**src/hdl/fetch_pkg.sv**
```systemverilog
`default_nettype none

package fetch_pkg;

  // ==================================================
  // widths and fetch block geometry
  // ==================================================
  localparam int VADDR_W = 32;
  typedef logic [VADDR_W-1:0] vaddr_t;

  localparam int FETCH_BLOCK_BYTES = 8;  // one cache access
  localparam int FETCH_DATA_W = 64;
  typedef logic [FETCH_DATA_W-1:0] fetch_data_t;

  localparam vaddr_t PC_INIT_VAL = 32'h8000_0000;  // boot vector

  localparam int MEDELEG_W = 16;  // only the low exception codes are delegable here

  // ==================================================
  // commit causes
  // ==================================================
  // trap causes keep their riscv mcause code so they index medeleg directly
  typedef enum logic [4:0] {
    INST_ADDR_MISALIGN = 5'd0,
    INST_ACC_FAULT     = 5'd1,
    ILLEGAL_INST       = 5'd2,
    ECALL_U            = 5'd8,
    ECALL_S            = 5'd9,
    ECALL_M            = 5'd11,
    INST_PAGE_FAULT    = 5'd12,
    // flush kinds, outside the trap code range
    SILENT_FLUSH       = 5'd16,  // resume after the instruction
    ANOTHER_FLUSH      = 5'd17,  // replay the instruction
    MRET               = 5'd18,
    SRET               = 5'd19
  } except_t;

  // machine interrupt codes, scaled by 4 into the vectored mtvec table
  localparam logic [3:0] INT_M_SOFT  = 4'd3;
  localparam logic [3:0] INT_M_TIMER = 4'd7;
  localparam logic [3:0] INT_M_EXT   = 4'd11;

  // ==================================================
  // fetch FSM
  // ==================================================
  typedef enum logic [2:0] {
    INIT            = 3'd0,
    FETCH_REQ       = 3'd1,  // one request per cycle
    WAIT_IC_FILL    = 3'd2,  // cache refilling after a miss
    WAIT_IBUF_FREE  = 3'd3,  // buffer pushed back
    WAIT_FLUSH_FREE = 3'd4   // redirect seen while cache busy
  } fetch_state_t;

endpackage

`default_nettype wire

```
**src/hdl/redirect_target.sv**
```systemverilog
`default_nettype none

module redirect_target (
  // commit side
  input  wire logic                            i_commit_flush,
  input  wire fetch_pkg::except_t              i_commit_cause,
  input  wire fetch_pkg::vaddr_t               i_commit_epc,
  // interrupts, qualified by i_commit_flush
  input  wire logic                            i_int_m_ext,
  input  wire logic                            i_int_m_timer,
  input  wire logic                            i_int_m_soft,
  // csr state
  input  wire fetch_pkg::vaddr_t               i_csr_mtvec,
  input  wire fetch_pkg::vaddr_t               i_csr_stvec,
  input  wire fetch_pkg::vaddr_t               i_csr_mepc,
  input  wire fetch_pkg::vaddr_t               i_csr_sepc,
  input  wire logic [fetch_pkg::MEDELEG_W-1:0] i_csr_medeleg,
  // branch resolution
  input  wire logic                            i_br_mispredict,
  input  wire fetch_pkg::vaddr_t               i_br_target,

  output logic                                 o_redirect_valid,
  output fetch_pkg::vaddr_t                    o_redirect_vaddr
);

  fetch_pkg::vaddr_t w_int_base;
  fetch_pkg::vaddr_t w_trap_vaddr;
  logic              w_deleg;

  // vectored mode base, mode bit dropped
  assign w_int_base = {i_csr_mtvec[fetch_pkg::VADDR_W-1:1], 1'b0};

  // each trap looks up its own medeleg bit
  assign w_deleg      = i_csr_medeleg[i_commit_cause[3:0]];
  assign w_trap_vaddr = w_deleg ? i_csr_stvec : i_csr_mtvec;

  assign o_redirect_valid = i_commit_flush | i_br_mispredict;

  always_comb begin
    o_redirect_vaddr = '0;
    if (i_commit_flush) begin
      // interrupts win over the commit cause
      if (i_int_m_ext) begin
        o_redirect_vaddr = w_int_base + fetch_pkg::vaddr_t'({fetch_pkg::INT_M_EXT, 2'b00});
      end else if (i_int_m_timer) begin
        o_redirect_vaddr = w_int_base + fetch_pkg::vaddr_t'({fetch_pkg::INT_M_TIMER, 2'b00});
      end else if (i_int_m_soft) begin
        o_redirect_vaddr = w_int_base + fetch_pkg::vaddr_t'({fetch_pkg::INT_M_SOFT, 2'b00});
      end else begin
        case (i_commit_cause)
          fetch_pkg::SILENT_FLUSH  : o_redirect_vaddr = i_commit_epc + 4;
          fetch_pkg::ANOTHER_FLUSH : o_redirect_vaddr = i_commit_epc;
          fetch_pkg::MRET          : o_redirect_vaddr = i_csr_mepc;
          fetch_pkg::SRET          : o_redirect_vaddr = i_csr_sepc;
          fetch_pkg::INST_ADDR_MISALIGN,
          fetch_pkg::INST_ACC_FAULT,
          fetch_pkg::ILLEGAL_INST,
          fetch_pkg::ECALL_U,
          fetch_pkg::ECALL_S,
          fetch_pkg::ECALL_M,
          fetch_pkg::INST_PAGE_FAULT : begin
            o_redirect_vaddr = w_trap_vaddr;
          end
          default : o_redirect_vaddr = '0;  // unknown cause
        endcase
      end
    end else if (i_br_mispredict) begin
      o_redirect_vaddr = i_br_target;
    end
  end

endmodule

`default_nettype wire

```
**src/hdl/fetch_ctrl.sv**
```systemverilog
`default_nettype none

module fetch_ctrl (
  input  wire logic              i_clk,
  input  wire logic              i_reset_n,

  input  wire logic              i_redirect_valid,
  input  wire fetch_pkg::vaddr_t i_redirect_vaddr,

  input  wire logic              i_ic_ready,
  input  wire logic              i_ibuf_ready,

  // retry information from s2
  input  wire logic              i_s2_miss,
  input  wire logic              i_s2_stall,
  input  wire fetch_pkg::vaddr_t i_s2_vaddr,

  output logic                   o_ic_req_valid,
  output fetch_pkg::vaddr_t      o_ic_req_vaddr,
  output logic                   o_req_fire,
  output fetch_pkg::vaddr_t      o_req_vaddr
);

  fetch_pkg::fetch_state_t r_state;
  fetch_pkg::fetch_state_t w_state_next;
  fetch_pkg::vaddr_t       r_s0_vaddr;  // next address to request
  fetch_pkg::vaddr_t       w_s0_vaddr_next;
  fetch_pkg::vaddr_t       w_req_vaddr;
  logic                    w_req_valid;
  logic                    w_wakeup;

  // start of the block after the one holding vaddr
  function automatic fetch_pkg::vaddr_t next_block(input fetch_pkg::vaddr_t vaddr);
    fetch_pkg::vaddr_t mask;
    mask = ~fetch_pkg::vaddr_t'(fetch_pkg::FETCH_BLOCK_BYTES - 1);
    return (vaddr & mask) + fetch_pkg::vaddr_t'(fetch_pkg::FETCH_BLOCK_BYTES);
  endfunction

  // ==================================================
  // wait state release
  // ==================================================
  always_comb begin
    case (r_state)
      fetch_pkg::WAIT_IC_FILL    : w_wakeup = i_ic_ready;  // refill done
      fetch_pkg::WAIT_FLUSH_FREE : w_wakeup = i_ic_ready;
      fetch_pkg::WAIT_IBUF_FREE  : w_wakeup = i_ic_ready & i_ibuf_ready;
      default                    : w_wakeup = 1'b0;
    endcase
  end

  // ==================================================
  // next state and next pc
  // ==================================================
  always_comb begin
    w_state_next    = r_state;
    w_s0_vaddr_next = r_s0_vaddr;
    if (r_state != fetch_pkg::INIT && i_redirect_valid) begin
      if (i_ic_ready) begin
        // target goes out this cycle
        w_state_next    = fetch_pkg::FETCH_REQ;
        w_s0_vaddr_next = next_block(i_redirect_vaddr);
      end else begin
        w_state_next    = fetch_pkg::WAIT_FLUSH_FREE;
        w_s0_vaddr_next = i_redirect_vaddr;
      end
    end else begin
      case (r_state)
        fetch_pkg::INIT : w_state_next = fetch_pkg::FETCH_REQ;
        fetch_pkg::FETCH_REQ : begin
          if (i_s2_miss) begin
            w_state_next    = fetch_pkg::WAIT_IC_FILL;
            w_s0_vaddr_next = i_s2_vaddr;
          end else if (i_s2_stall) begin
            w_state_next    = fetch_pkg::WAIT_IBUF_FREE;
            w_s0_vaddr_next = i_s2_vaddr;  // refetch the rejected block
          end else if (i_ic_ready) begin
            w_s0_vaddr_next = next_block(r_s0_vaddr);
          end
        end
        default : begin
          // held address goes out on release
          if (w_wakeup) begin
            w_state_next    = fetch_pkg::FETCH_REQ;
            w_s0_vaddr_next = next_block(r_s0_vaddr);
          end
        end
      endcase
    end
  end

  always_ff @(posedge i_clk or negedge i_reset_n) begin
    if (!i_reset_n) begin
      r_state    <= fetch_pkg::INIT;
      r_s0_vaddr <= fetch_pkg::PC_INIT_VAL;
    end else begin
      r_state    <= w_state_next;
      r_s0_vaddr <= w_s0_vaddr_next;
    end
  end

  // request only while staying in or returning to FETCH_REQ
  assign w_req_valid = (r_state != fetch_pkg::INIT) & (w_state_next == fetch_pkg::FETCH_REQ);
  assign w_req_vaddr = i_redirect_valid ? i_redirect_vaddr : r_s0_vaddr;

  assign o_ic_req_valid = w_req_valid;
  assign o_ic_req_vaddr = w_req_vaddr;
  assign o_req_fire     = w_req_valid & i_ic_ready;
  assign o_req_vaddr    = w_req_vaddr;

endmodule

`default_nettype wire

```
**src/hdl/fetch_pipe.sv**
```systemverilog
`default_nettype none

module fetch_pipe (
  input  wire logic                   i_clk,
  input  wire logic                   i_reset_n,

  input  wire logic                   i_req_fire,  // accepted by the cache
  input  wire fetch_pkg::vaddr_t      i_req_vaddr,
  input  wire logic                   i_redirect_valid,

  input  wire logic                   i_ic_resp_valid,
  input  wire fetch_pkg::fetch_data_t i_ic_resp_data,
  input  wire logic                   i_ic_miss,
  input  wire logic                   i_ibuf_ready,

  output logic                        o_s2_miss,
  output logic                        o_s2_stall,
  output fetch_pkg::vaddr_t           o_s2_vaddr,

  output logic                        o_fetch_valid,
  output fetch_pkg::vaddr_t           o_fetch_vaddr,
  output fetch_pkg::fetch_data_t      o_fetch_data
);

  logic              r_s1_valid;
  logic              r_s1_clear;
  fetch_pkg::vaddr_t r_s1_vaddr;
  logic              r_s2_valid;
  logic              r_s2_clear;
  fetch_pkg::vaddr_t r_s2_vaddr;
  logic              w_s2_live;
  logic              w_s2_retry;

  assign w_s2_live  = r_s2_valid & ~r_s2_clear;
  assign o_s2_miss  = w_s2_live & i_ic_miss;
  assign o_s2_stall = w_s2_live & i_ic_resp_valid & ~i_ibuf_ready;
  assign w_s2_retry = o_s2_miss | o_s2_stall;

  // ==================================================
  // stage registers
  // ==================================================
  always_ff @(posedge i_clk or negedge i_reset_n) begin
    if (!i_reset_n) begin
      r_s1_valid <= 1'b0;
      r_s1_clear <= 1'b0;
      r_s2_valid <= 1'b0;
      r_s2_clear <= 1'b0;
    end else begin
      r_s1_valid <= i_req_fire;
      // a redirect request is younger than the flush
      r_s1_clear <= ~i_redirect_valid & w_s2_retry;
      r_s2_valid <= r_s1_valid;
      r_s2_clear <= r_s1_clear | i_redirect_valid | w_s2_retry;
    end
  end

  always_ff @(posedge i_clk) begin
    r_s1_vaddr <= i_req_vaddr;
    r_s2_vaddr <= r_s1_vaddr;
  end

  assign o_s2_vaddr = r_s2_vaddr;

  // flushed blocks never reach the buffer
  assign o_fetch_valid = w_s2_live & i_ic_resp_valid & i_ibuf_ready & ~i_redirect_valid;
  assign o_fetch_vaddr = r_s2_vaddr;
  assign o_fetch_data  = i_ic_resp_data;

endmodule

`default_nettype wire

```
**src/hdl/fetch_frontend.sv**
```systemverilog
`default_nettype none

module fetch_frontend (
  input  wire logic                            i_clk,
  input  wire logic                            i_reset_n,

  input  wire logic                            i_commit_flush,
  input  wire fetch_pkg::except_t              i_commit_cause,
  input  wire fetch_pkg::vaddr_t               i_commit_epc,
  input  wire logic                            i_int_m_ext,
  input  wire logic                            i_int_m_timer,
  input  wire logic                            i_int_m_soft,

  input  wire fetch_pkg::vaddr_t               i_csr_mtvec,
  input  wire fetch_pkg::vaddr_t               i_csr_stvec,
  input  wire fetch_pkg::vaddr_t               i_csr_mepc,
  input  wire fetch_pkg::vaddr_t               i_csr_sepc,
  input  wire logic [fetch_pkg::MEDELEG_W-1:0] i_csr_medeleg,

  input  wire logic                            i_br_mispredict,
  input  wire fetch_pkg::vaddr_t               i_br_target,

  // icache
  output logic                                 o_ic_req_valid,
  output fetch_pkg::vaddr_t                    o_ic_req_vaddr,
  input  wire logic                            i_ic_ready,
  input  wire logic                            i_ic_resp_valid,
  input  wire fetch_pkg::fetch_data_t          i_ic_resp_data,
  input  wire logic                            i_ic_miss,

  // instruction buffer
  input  wire logic                            i_ibuf_ready,
  output logic                                 o_fetch_valid,
  output fetch_pkg::vaddr_t                    o_fetch_vaddr,
  output fetch_pkg::fetch_data_t               o_fetch_data
);

  logic              w_redirect_valid;
  fetch_pkg::vaddr_t w_redirect_vaddr;
  logic              w_req_fire;
  fetch_pkg::vaddr_t w_req_vaddr;
  logic              w_s2_miss;
  logic              w_s2_stall;
  fetch_pkg::vaddr_t w_s2_vaddr;

  redirect_target u_redirect_target (
    .i_commit_flush   (i_commit_flush),
    .i_commit_cause   (i_commit_cause),
    .i_commit_epc     (i_commit_epc),
    .i_int_m_ext      (i_int_m_ext),
    .i_int_m_timer    (i_int_m_timer),
    .i_int_m_soft     (i_int_m_soft),
    .i_csr_mtvec      (i_csr_mtvec),
    .i_csr_stvec      (i_csr_stvec),
    .i_csr_mepc       (i_csr_mepc),
    .i_csr_sepc       (i_csr_sepc),
    .i_csr_medeleg    (i_csr_medeleg),
    .i_br_mispredict  (i_br_mispredict),
    .i_br_target      (i_br_target),
    .o_redirect_valid (w_redirect_valid),
    .o_redirect_vaddr (w_redirect_vaddr)
  );

  fetch_ctrl u_fetch_ctrl (
    .i_clk            (i_clk),
    .i_reset_n        (i_reset_n),
    .i_redirect_valid (w_redirect_valid),
    .i_redirect_vaddr (w_redirect_vaddr),
    .i_ic_ready       (i_ic_ready),
    .i_ibuf_ready     (i_ibuf_ready),
    .i_s2_miss        (w_s2_miss),
    .i_s2_stall       (w_s2_stall),
    .i_s2_vaddr       (w_s2_vaddr),
    .o_ic_req_valid   (o_ic_req_valid),
    .o_ic_req_vaddr   (o_ic_req_vaddr),
    .o_req_fire       (w_req_fire),
    .o_req_vaddr      (w_req_vaddr)
  );

  fetch_pipe u_fetch_pipe (
    .i_clk            (i_clk),
    .i_reset_n        (i_reset_n),
    .i_req_fire       (w_req_fire),
    .i_req_vaddr      (w_req_vaddr),
    .i_redirect_valid (w_redirect_valid),
    .i_ic_resp_valid  (i_ic_resp_valid),
    .i_ic_resp_data   (i_ic_resp_data),
    .i_ic_miss        (i_ic_miss),
    .i_ibuf_ready     (i_ibuf_ready),
    .o_s2_miss        (w_s2_miss),
    .o_s2_stall       (w_s2_stall),
    .o_s2_vaddr       (w_s2_vaddr),
    .o_fetch_valid    (o_fetch_valid),
    .o_fetch_vaddr    (o_fetch_vaddr),
    .o_fetch_data     (o_fetch_data)
  );

endmodule

`default_nettype wire

```
**config.mk**
```make
export PLATFORM = sky130hd
export DESIGN_NAME = fetch_frontend
export DESIGN_NICKNAME = d
export VERILOG_FILES = /design/src/hdl/fetch_pkg.sv /design/src/hdl/redirect_target.sv /design/src/hdl/fetch_ctrl.sv /design/src/hdl/fetch_pipe.sv /design/src/hdl/fetch_frontend.sv
export SDC_FILE = /design/constraint.sdc
export NUM_CORES = 1
export LEC_CHECK = 0
export BUFFER_PORTS_ARGS = -buffer_cell sky130_fd_sc_hd__clkbuf_2
export CAP_MARGIN = 25
export CORE_MARGIN = 5
export CORE_UTILIZATION = 35
export CTS_CLUSTER_DIAMETER = 30
export DETAILED_ROUTE_END_ITERATION = 12
export PLACE_DENSITY = 0.57
export SLEW_MARGIN = 20
export SYNTH_ARGS = -nofsm -noshare
export SYNTH_HDL_FRONTEND = slang
export SYNTH_SLANG_ARGS = --single-unit
```
**constraint.sdc**
```tcl
create_clock -name i_clk -period 9.15 [get_ports i_clk]
set_clock_uncertainty 0.05 [all_clocks]
set_input_delay 0.915 -clock i_clk [delete_from_list [all_inputs] [get_ports i_clk]]
set_output_delay 0.915 -clock i_clk [all_outputs]
set_load 0.01 [all_outputs]
```
* After elaboration in Yosys (flattened, before gate mapping)
Index checks and enable logic that the tools add are counted.
** Word-level totals
- Bits in registers :: 103
- Bits of input ports :: 288
- Output and inout bits :: 130
- Logic and storage cells :: 81
** Operators by class
- $add $sub $neg :: 6
- Magnitude comparators :: 1
- Equality and inequality tests :: 17
- Muxes and demuxes :: 24
- Bitwise logic cells :: 17
- Reduce and logical (&&, ||, !) cells :: 8
** Operators with widths (number)
- two-way mux 32 bit :: 13
- one-hot mux 32 bit (5 select lines) :: 1
- adder 32 x 4 -> 32 bit (second input constant) :: 3
- one-hot mux 32 bit (2 select lines) :: 1
- adder 32 x 3 -> 32 bit (second input constant) :: 1
- adder 32 x 5 -> 32 bit (second input constant) :: 1
- adder 32 x 6 -> 32 bit (second input constant) :: 1
- equality test 5 x 4 -> 1 bit (second input constant) :: 4
- equality test 5 bit (second input constant) :: 4
- two-way mux 3 bit :: 5
- bitwise AND 1 bit :: 10
- OR reduction 7 bit :: 1
- equality test 3 x 1 -> 1 bit (second input constant) :: 2
- equality test 3 x 2 -> 1 bit (second input constant) :: 2
- one-hot mux 3 bit (2 select lines) :: 1
- nonzero test 3 bit :: 2
- equality test 5 x 1 -> 1 bit (second input constant) :: 1
- equality test 5 x 2 -> 1 bit (second input constant) :: 1
- logical NOT 5 bit :: 1
- < comparator 4 x 5 -> 1 bit (second input constant) :: 1
- != test 5 x 2 -> 1 bit (second input constant) :: 1
- binary-select mux 1 bit (select 4 bit) :: 1
- OR 1 bit :: 4
- equality test 3 bit (second input constant) :: 1
- other kinds (8) :: 10

* Logic depth before layout (Yosys ltp)
Gate-level depths: netlist of the first run.
- Word-level depth :: 11
- Depth in mapped cells :: 19
- Gate-level depth less buffers :: 15

* Modules after synthesis
A second synthesis of the first run with hierarchy kept.
** Unflattened totals
- Cell total of the unflattened synthesis :: 1512
- Area total of the unflattened synthesis :: 11434.7 um^2
** By module, submodules not included
- redirect_target :: instances 1, cells an instance 868, area each 5602.9 um^2, sequential area each 0.0 um^2
- fetch_ctrl :: instances 1, cells an instance 470, area each 3667.3 um^2, sequential area each 877.1 um^2
- fetch_pipe :: instances 1, cells an instance 174, area each 2164.6 um^2, sequential area each 1381.3 um^2

* Worst setup path after synthesis of the first run
OpenSTA, ideal clock, no wires.
- Path type :: input -> output
- Start :: input port i_commit_cause[1]
- End :: output port o_ic_req_vaddr[29]
- Data arrival time :: 3.349 ns
- Data required time :: 8.185 ns
- Slack :: 4.836 ns
- Stages :: 12
- Buffers on the path :: 5
- Cells stage by stage :: buf_4 buf_4 buf_2 buf_2 clkbuf_1 mux2_2 a22o_1 a221oi_1 o21ai_0 o21ai_0 nand2_1 a21o_1
** On the way
- Longest elaborated chain between the ends :: 9
- Elaborated cells on any way between the ends :: 21
- Classes of those cells :: 10 x eq/ne; 9 x mux; 2 x reduce/logical
** Ends and longest elaborated chain
- start, declared :: line fetch_frontend.sv:8 : input wire fetch_pkg::except_t i_commit_cause,
- binary-select mux 1 bit (select 4 bit) :: line redirect_target.sv:34 : assign w_deleg = i_csr_medeleg[i_commit_cause[3:0]];
- two-way mux 1 bit (not written as such) :: line redirect_target.sv:34
- two-way mux 32 bit :: line redirect_target.sv:35 : assign w_trap_vaddr = w_deleg ? i_csr_stvec : i_csr_mtvec;
- one-hot mux 32 bit (5 select lines) (*) :: line redirect_target.sv:50 : case (i_commit_cause)
- two-way mux 32 bit (*) :: line redirect_target.sv:47 : end else if (i_int_m_soft) begin
- two-way mux 32 bit (*) :: line redirect_target.sv:45 : end else if (i_int_m_timer) begin
- two-way mux 32 bit (*) :: line redirect_target.sv:43 : if (i_int_m_ext) begin
- two-way mux 32 bit (*) :: line redirect_target.sv:41 : if (i_commit_flush) begin
- two-way mux 32 bit (*) :: line fetch_ctrl.sv:103 : assign w_req_vaddr = i_redirect_valid ? i_redirect_vaddr : r_s0_vaddr;
- end, declared :: line fetch_frontend.sv:25 : output fetch_pkg::vaddr_t o_ic_req_vaddr,
Mark *: on every way between the ends. The rest lies on a longest branch, timed or not. The select of a mux whose other input is x is not followed.

* Final worst setup path of the first run
- Start :: input port i_commit_cause[1]
- End :: output port o_ic_req_vaddr[26]
The elaborated chain is that of the path after synthesis.

==> impl_metrics.csv, run 1 <==
group,metric,value,unit
run_status,status,"finished, final reports clean",
global_routing,antenna_found_initial,2,
final_layout,final_cell_mix,"289 x clkbuf_2, 167 x nand2_1, 101 x nor2_1",
floorplan,core,30590,µm²
clock_network,cts_hold_buf,0,
synth,synth_top_family_by_area,"compound AO/OA/AOI/OAI gates",
clock_network,root_buffer,"clkbuf_16",
global_routing,overflow,0,
hold_path,min_path_type,"flip-flop to flip-flop",
synth,syn_area,10840,µm²
clock_network,ctsResizeCount,0,
floorplan,die_h,186.0,µm
worst_setup_path,path_class,"input port to output pin",
floorplan,start_util,35.43,%
clock_network,cts_buffer_depth,2,
drt,drt_iter0_drc,1576,
final_layout,register_area,2258,µm²
timing,worst_pin_slew,1.124,ns
placement,dpl.cell_count,1985,
synth,seq_area_frac_synth,20.84,%
synth,synth-xor-area-share,7.921,%
synth,yosys.area_share.adder,0.4618,%
placement,port_buffers,289,
final_layout,multiInputGateArea,7502,µm²
clock_network,clock_latency,0.35,ns
global_routing,grt_use_total,28.34,%
synth,synth-main-ff-cell,"dfxtp_1",
timing,finalSetupViolCount,0,
worst_setup_path,startpoint_type,"input port",
power,p_leak,5.022,nW
clock_network,numCtsBuffers,9,
timing,fin_setup_tns,0,ns
drt,routed-via-count,12470,
job,drv_cap,0,
clock_network,htreeDepth,3,
final_layout,diodes,0,
synth,syn_inst,1457,
timing,holdWs,0.2770,ns
drt,vias_per_cell,6.228,
final_layout,nFillCells,3294,
final_layout,drive_gt1_share,23.60,%
synth,async_flop_share,37.86,%
global_routing,first_global_vias,12020,
synth,syn_area_per_cell,7.438,µm²
worst_setup_path,setup.worst_path.end_class,"output pin",
worst_setup_path,cp_max_fo,56,
final_layout,final_cells,2002,
placement,gp_congestion,1.041,
timing,min_period,5.856,ns
drt,drc_errors,0,
clock_network,tritoncts,"yes",
drt,wl_per_cell,25.61,µm
synth,synth.ff_latch_count,103,
synth,ys_warn_count,0,
timing,fmax,0.1708,GHz
clock_network,cts_num_sinks,103,
synth,synth_compound_area_share,28.02,%
drt,ant_nets,0,
final_layout,syn2layout_area_growth,13.23,%
drt,firstDrtPassIters,7,
drt,routed_wl,51.27,mm
global_routing,grt_max_degree,57,
placement,hpwl,40.79,mm
final_layout,nNetsFinal,1893,
floorplan,io-pin-count,418,
final_layout,mostFrequentLayoutCell,"clkbuf_2",
timing,maxSlewViolCount,0,
floorplan,die-area,34580,µm²
timing,slew-limit-headroom,24.80,%
power,powerDensity,152.2,nW/µm²
power,peakVddDrop,118.3,µV
synth,synthesis.nets,1749,
worst_setup_path,worstPathArrival,4.89,ns
synth,muxShareOfSynthArea,5.427,%
floorplan,die_w,186.0,µm
worst_setup_path,worst_ep_required_time,8.19,ns
synth,yosysUniqueCellTypes,97,
global_routing,grt_pass1_wl,75.19,mm
timing,post-route-period-util,64.00,%
timing,grt_setup_unrepaired,"false",
synth,synth_edf_count,0,
synth,yosys.area_share.simple,27.35,%
timing,hold_viol,0,
clock_network,postCtsSetupBuffers,0,
floorplan,row_count,64,
clock_network,clk_pin_slew,0.06,ns
## Yosys cell counts, types with 11 or more instances
cell type  count  share of area (%)
nand2_1      167                5.8
nor2_1       102                3.5
o21ai_0       93                4.3
a21oi_1       78                3.6
buf_4         73                5.1
dfxtp_1       64                 12
clkbuf_1      62                2.1
xnor2_1       59                4.8
nand3_1       58                2.7
xor2_1        39                3.2
dfrtp_1       38                8.8
nor3_1        37                1.7
mux2i_1       34                3.1
buf_2         33                1.5
inv_1         29                1.0
nand4_1       28                1.6
o211ai_1      27                1.9
nor4_1        26                1.5
a21o_1        24                1.7
and3_1        23                1.3
a22oi_1       19                1.3
a221oi_1      15                1.2
and4_1        15                1.2
nor2b_1       15               0.87
o221ai_1      15                1.2
a211oi_1      14               0.97
a31oi_1       14               0.81
mux2_2        14                1.5
nand2b_1      14               0.81
or3_1         13               0.75
a22o_1        11               0.89
and2_1        11               0.64
## per-layer routing
layer / GRT usage [%] / up-vias / routed length, µm
li1: - / 5671 / -
met1: 37.05 / 5901 / 20530
met2: 45.47 / 759 / 23550
met3: 5.413 / 133 / 4754
met4: 12.59 / 4 / 2409
met5: 0 / - / 32
## per-stage QoR
stage,utilization [%],total power [mW],setup WS (ns),area [µm²]
floorplan,-,1.181,4.836,10840
global placement,38.98,1.459,3.397,11920
detailed placement,39.06,1.467,3.414,11950
CTS,40.08,1.861,3.420,12260
global route,40.11,1.977,3.126,12270
finish,40.11,1.868,3.294,12270
## flip-flops by register name (all words and copies together) (netlist names)
signal and flops:
u_fetch_ctrl.r_s0_vaddr 32, u_fetch_ctrl.r_state 3, u_fetch_pipe.o_fetch_vaddr 32, u_fetch_pipe.r_s1_clear 1, u_fetch_pipe.r_s1_vaddr 32, u_fetch_pipe.r_s1_valid 1
u_fetch_pipe.r_s2_clear 1, u_fetch_pipe.r_s2_valid 1
## area by class of cell
class / count / share of cell area (%)
multi-input cells: 1150 / 61.14
flip-flops and latches: 103 / 18.41
repair buffers: 306 / 12.94
well taps: 396 / 4.038
clock buffers: 12 / 2.264
inverters: 31 / 0.9483
clock inverters: 4 / 0.2651
## worst max-delay path: stages
cell	delay (ns)
clkbuf_2	0.07
buf_4	0.54
mux2i_1	0.17
a22oi_1	0.41
a21o_1	0.66
nand2_1	0.49
a31oi_1	0.32
o2111ai_1	0.14
a222oi_1	0.82
nand2_1	0.15
clkbuf_2	0.18
## where the power goes
| part | internal (mW) | switching [mW] | total, mW | leakage (nW) |
|---|---|---|---|---|
| registers | 0.576 | 0.115 | 0.692 | 1.02 |
| clock network | 0.218 | 0.172 | 0.390 | 0.155 |
| logic | 0.286 | 0.500 | 0.786 | 3.84 |
| total | 1.08 | 0.787 | 1.87 | 5.02 |
## final timing paths
| kind | startpoint | endpoint | slack, ns | depth (start not counted) |
|---|---|---|---|---|
| worst min-delay path | u_fetch_pipe.r_s1_vaddr[15] | u_fetch_pipe.o_fetch_vaddr[15] | 0.28 | 0 |
| worst min register to register | u_fetch_pipe.r_s1_vaddr[15] | u_fetch_pipe.o_fetch_vaddr[15] | 0.28 | 0 |
| max in group asynchronous | i_reset_n | u_fetch_ctrl.r_s0_vaddr[31] | 8.07 | 2 |
| worst max-delay path | i_commit_cause[1] | o_ic_req_vaddr[26] | 3.29 | 11 |
| worst max register to register | u_fetch_ctrl.r_s0_vaddr[3] | u_fetch_ctrl.r_s0_vaddr[31] | 6.08 | 12 |
| min in group asynchronous | i_reset_n | u_fetch_ctrl.r_s0_vaddr[0] | 0.43 | 1 |
## cells by family after synthesis
| group | count (synthesis) |
|---|---|
| and+or+nand+nor | 567 |
| AOI/OAI and AO/OA | 429 |
| buffers and inverters | 204 |
| DFF | 103 |
| xor gates and xnor gates | 98 |
| muxes | 52 |
| adders and majority gates | 4 |
Power figures use the tool's default switching activity.
==> run 2: changes to the inputs <==
--- a/config.mk
+++ b/config.mk
@@ -11,7 +11,7 @@
 export CORE_UTILIZATION = 35
 export CTS_CLUSTER_DIAMETER = 30
 export DETAILED_ROUTE_END_ITERATION = 12
-export PLACE_DENSITY = 0.57
+export PLACE_DENSITY = 0.59
 export SLEW_MARGIN = 20
 export SYNTH_ARGS = -nofsm -noshare
 export SYNTH_HDL_FRONTEND = slang
==> constraint.sdc (replaced) <==
create_clock -name i_clk -period 5.3 [get_ports i_clk]
set_clock_uncertainty 0.05 [all_clocks]
set_input_delay 0.53 -clock i_clk [delete_from_list [all_inputs] [get_ports i_clk]]
set_output_delay 0.53 -clock i_clk [all_outputs]
set_load 0.01 [all_outputs]
==> impl_metrics.csv, run 2 (synthesized netlist as in run 1, its figures left out) <==
group,metric,value,unit
power,p_clk_share,20.5,%
power,p_comb_share,42.5,%
hold_path,min_path_type,"input port to async pin",
clock_network,cts_hold_buf,0,
timing,min_period,4.777,ns
timing,grt_setup_unrepaired,"false",
power,peakVddDrop,189.4,µV
drt,drt_iter0_drc,1277,
timing,slew-limit-headroom,18.59,%
run_status,status,"finished, final reports clean",
power,p_leak,5.183,nW
clock_network,htreeDepth,3,
global_routing,grt_use_total,28.65,%
timing,hold_viol,0,
floorplan,die_h,186.0,µm
floorplan,die-area,34580,µm²
worst_setup_path,worstPathArrival,5.00,ns
power,p_switching,1.360,mW
final_layout,nFillCells,3277,
drt,routed_wl,51.61,mm
job,drv_cap,0,
timing,fmax,0.2093,GHz
worst_setup_path,worst_ep_required_time,5.52,ns
global_routing,grt_max_degree,41,
final_layout,multiInputGateArea,7502,µm²
clock_network,cts_num_sinks,103,
drt,routed-via-count,12690,
worst_setup_path,setup.worst_path.end_class,"flip-flop",
final_layout,nNetsFinal,1927,
placement,dpl.cell_count,2018,
global_routing,grt_pass1_wl,75.85,mm
final_layout,final_cells,2037,
timing,worst_pin_slew,1.205,ns
timing,maxSlewViolCount,0,
placement,gp_congestion,1.076,
drt,vias_per_cell,6.230,
clock_network,clock_latency,0.35,ns
placement,hpwl,41.74,mm
final_layout,register_area,2258,µm²
timing,post-route-period-util,90.14,%
placement,port_buffers,289,
floorplan,row_count,64,
final_layout,syn2layout_area_growth,15.54,%
clock_network,postCtsSetupBuffers,0,
final_layout,drive_gt1_share,25.12,%
global_routing,overflow,0,
power,powerDensity,259.2,nW/µm²
power,seqPwrFrac,36.9,%
clock_network,cts_buffer_depth,2,
clock_network,tritoncts,"yes",
worst_setup_path,cp_max_fo,10,
power,internal_power,1.886,mW
floorplan,die_w,186.0,µm
clock_network,clk_pin_slew,0.07,ns
drt,wl_per_cell,25.34,µm
timing,fin_setup_tns,0,ns
clock_network,ctsResizeCount,0,
drt,ant_nets,0,
global_routing,antenna_found_initial,1,
drt,firstDrtPassIters,6,
clock_network,numCtsBuffers,9,
final_layout,final_cell_mix,"289 x clkbuf_2, 167 x nand2_1, 101 x nor2_1",
worst_setup_path,startpoint_type,"input port",
clock_network,root_buffer,"clkbuf_16",
power,power,3.245,mW
floorplan,core,30590,µm²
final_layout,mostFrequentLayoutCell,"clkbuf_2",
power,p_sw_share,41.90,%
floorplan,start_util,35.43,%
floorplan,io-pin-count,418,
drt,drc_errors,0,
worst_setup_path,path_class,"input port to flip-flop",
global_routing,first_global_vias,11980,
timing,finalSetupViolCount,0,
run 2: power groups by stage:
stage	logic, mW	registers [mW]	clock network [mW]
4_1_cts	1.36	1.19	0.679
3_5_place_dp	1.35	1.21	0
3_3_place_gp	1.34	1.20	0
6_report	1.38	1.20	0.666
5_1_grt	1.50	1.23	0.713
2_1_floorplan	0.883	1.16	0
run 2: worst paths after layout:
path / start / end / slack (ns) / cells after the start
min in group i_clk: u_fetch_pipe.r_s1_vaddr[1] / u_fetch_pipe.o_fetch_vaddr[1] / 0.28 / 0
max in group asynchronous: i_reset_n / u_fetch_ctrl.r_s0_vaddr[18] / 4.59 / 2
hold reg to reg: u_fetch_pipe.r_s1_vaddr[1] / u_fetch_pipe.o_fetch_vaddr[1] / 0.28 / 0
hold / removal: i_reset_n / u_fetch_ctrl.r_s0_vaddr[30] / 0.1 / 1
setup / recovery: i_csr_mtvec[2] / u_fetch_ctrl.r_s0_vaddr[31] / 0.52 / 15
setup reg to reg: u_fetch_ctrl.r_s0_vaddr[3] / u_fetch_ctrl.r_s0_vaddr[31] / 2.11 / 12
run 2: per-stage QoR:
step	utilization, %	worst slack (ns)	instance area [µm²]	hold slack, ns
after floorplan	-	1.379	10840	0.1844
after global placement	39.82	0.3345	12180	0.2597
after detailed placement	39.88	0.2860	12200	0.2621
after CTS	40.87	0.6426	12500	0.1005
after global routing	40.92	0.2536	12520	0.1274
final	40.93	0.5226	12520	0.09637
run 2: cell type report:
cell class                      instances  area share, %
Antenna cell                            1        0.01999
Clock buffer                           13          2.248
Clock inverter                          3         0.1799
Inverter                               31         0.9293
Multi-Input combinational cell       1150          59.92
Sequential cell                       103          18.04
Tap cell                              396          3.957
Timing Repair Buffer                  340          14.71
run 2: layer usage:
metal | global-route usage, % | share of wire [%] | wire, µm | vias up
li1 | - | - | - | 5737
met3 | 5.882 | 10 | 5204 | 129
met4 | 11.80 | 4.7 | 2442 | 2
met2 | 45.54 | 45 | 23180 | 785
met5 | 0 | 0.025 | 13 | -
met1 | 37.93 | 40 | 20780 | 6037
run 2: worst max-delay path, cell delays in order:
cell and delay (ns):
clkbuf_2 0.32, inv_1 0.14, ha_1 0.32, nor2b_1 0.54, o2111ai_1 0.45, xor2_1 0.27
o21ai_0 0.23, a2111oi_0 0.11, a211oi_1 0.38, buf_4 0.21, nor4b_2 0.28, and4_1 0.49
nor3b_4 0.31, a31oi_1 0.11, a211o_1 0.28
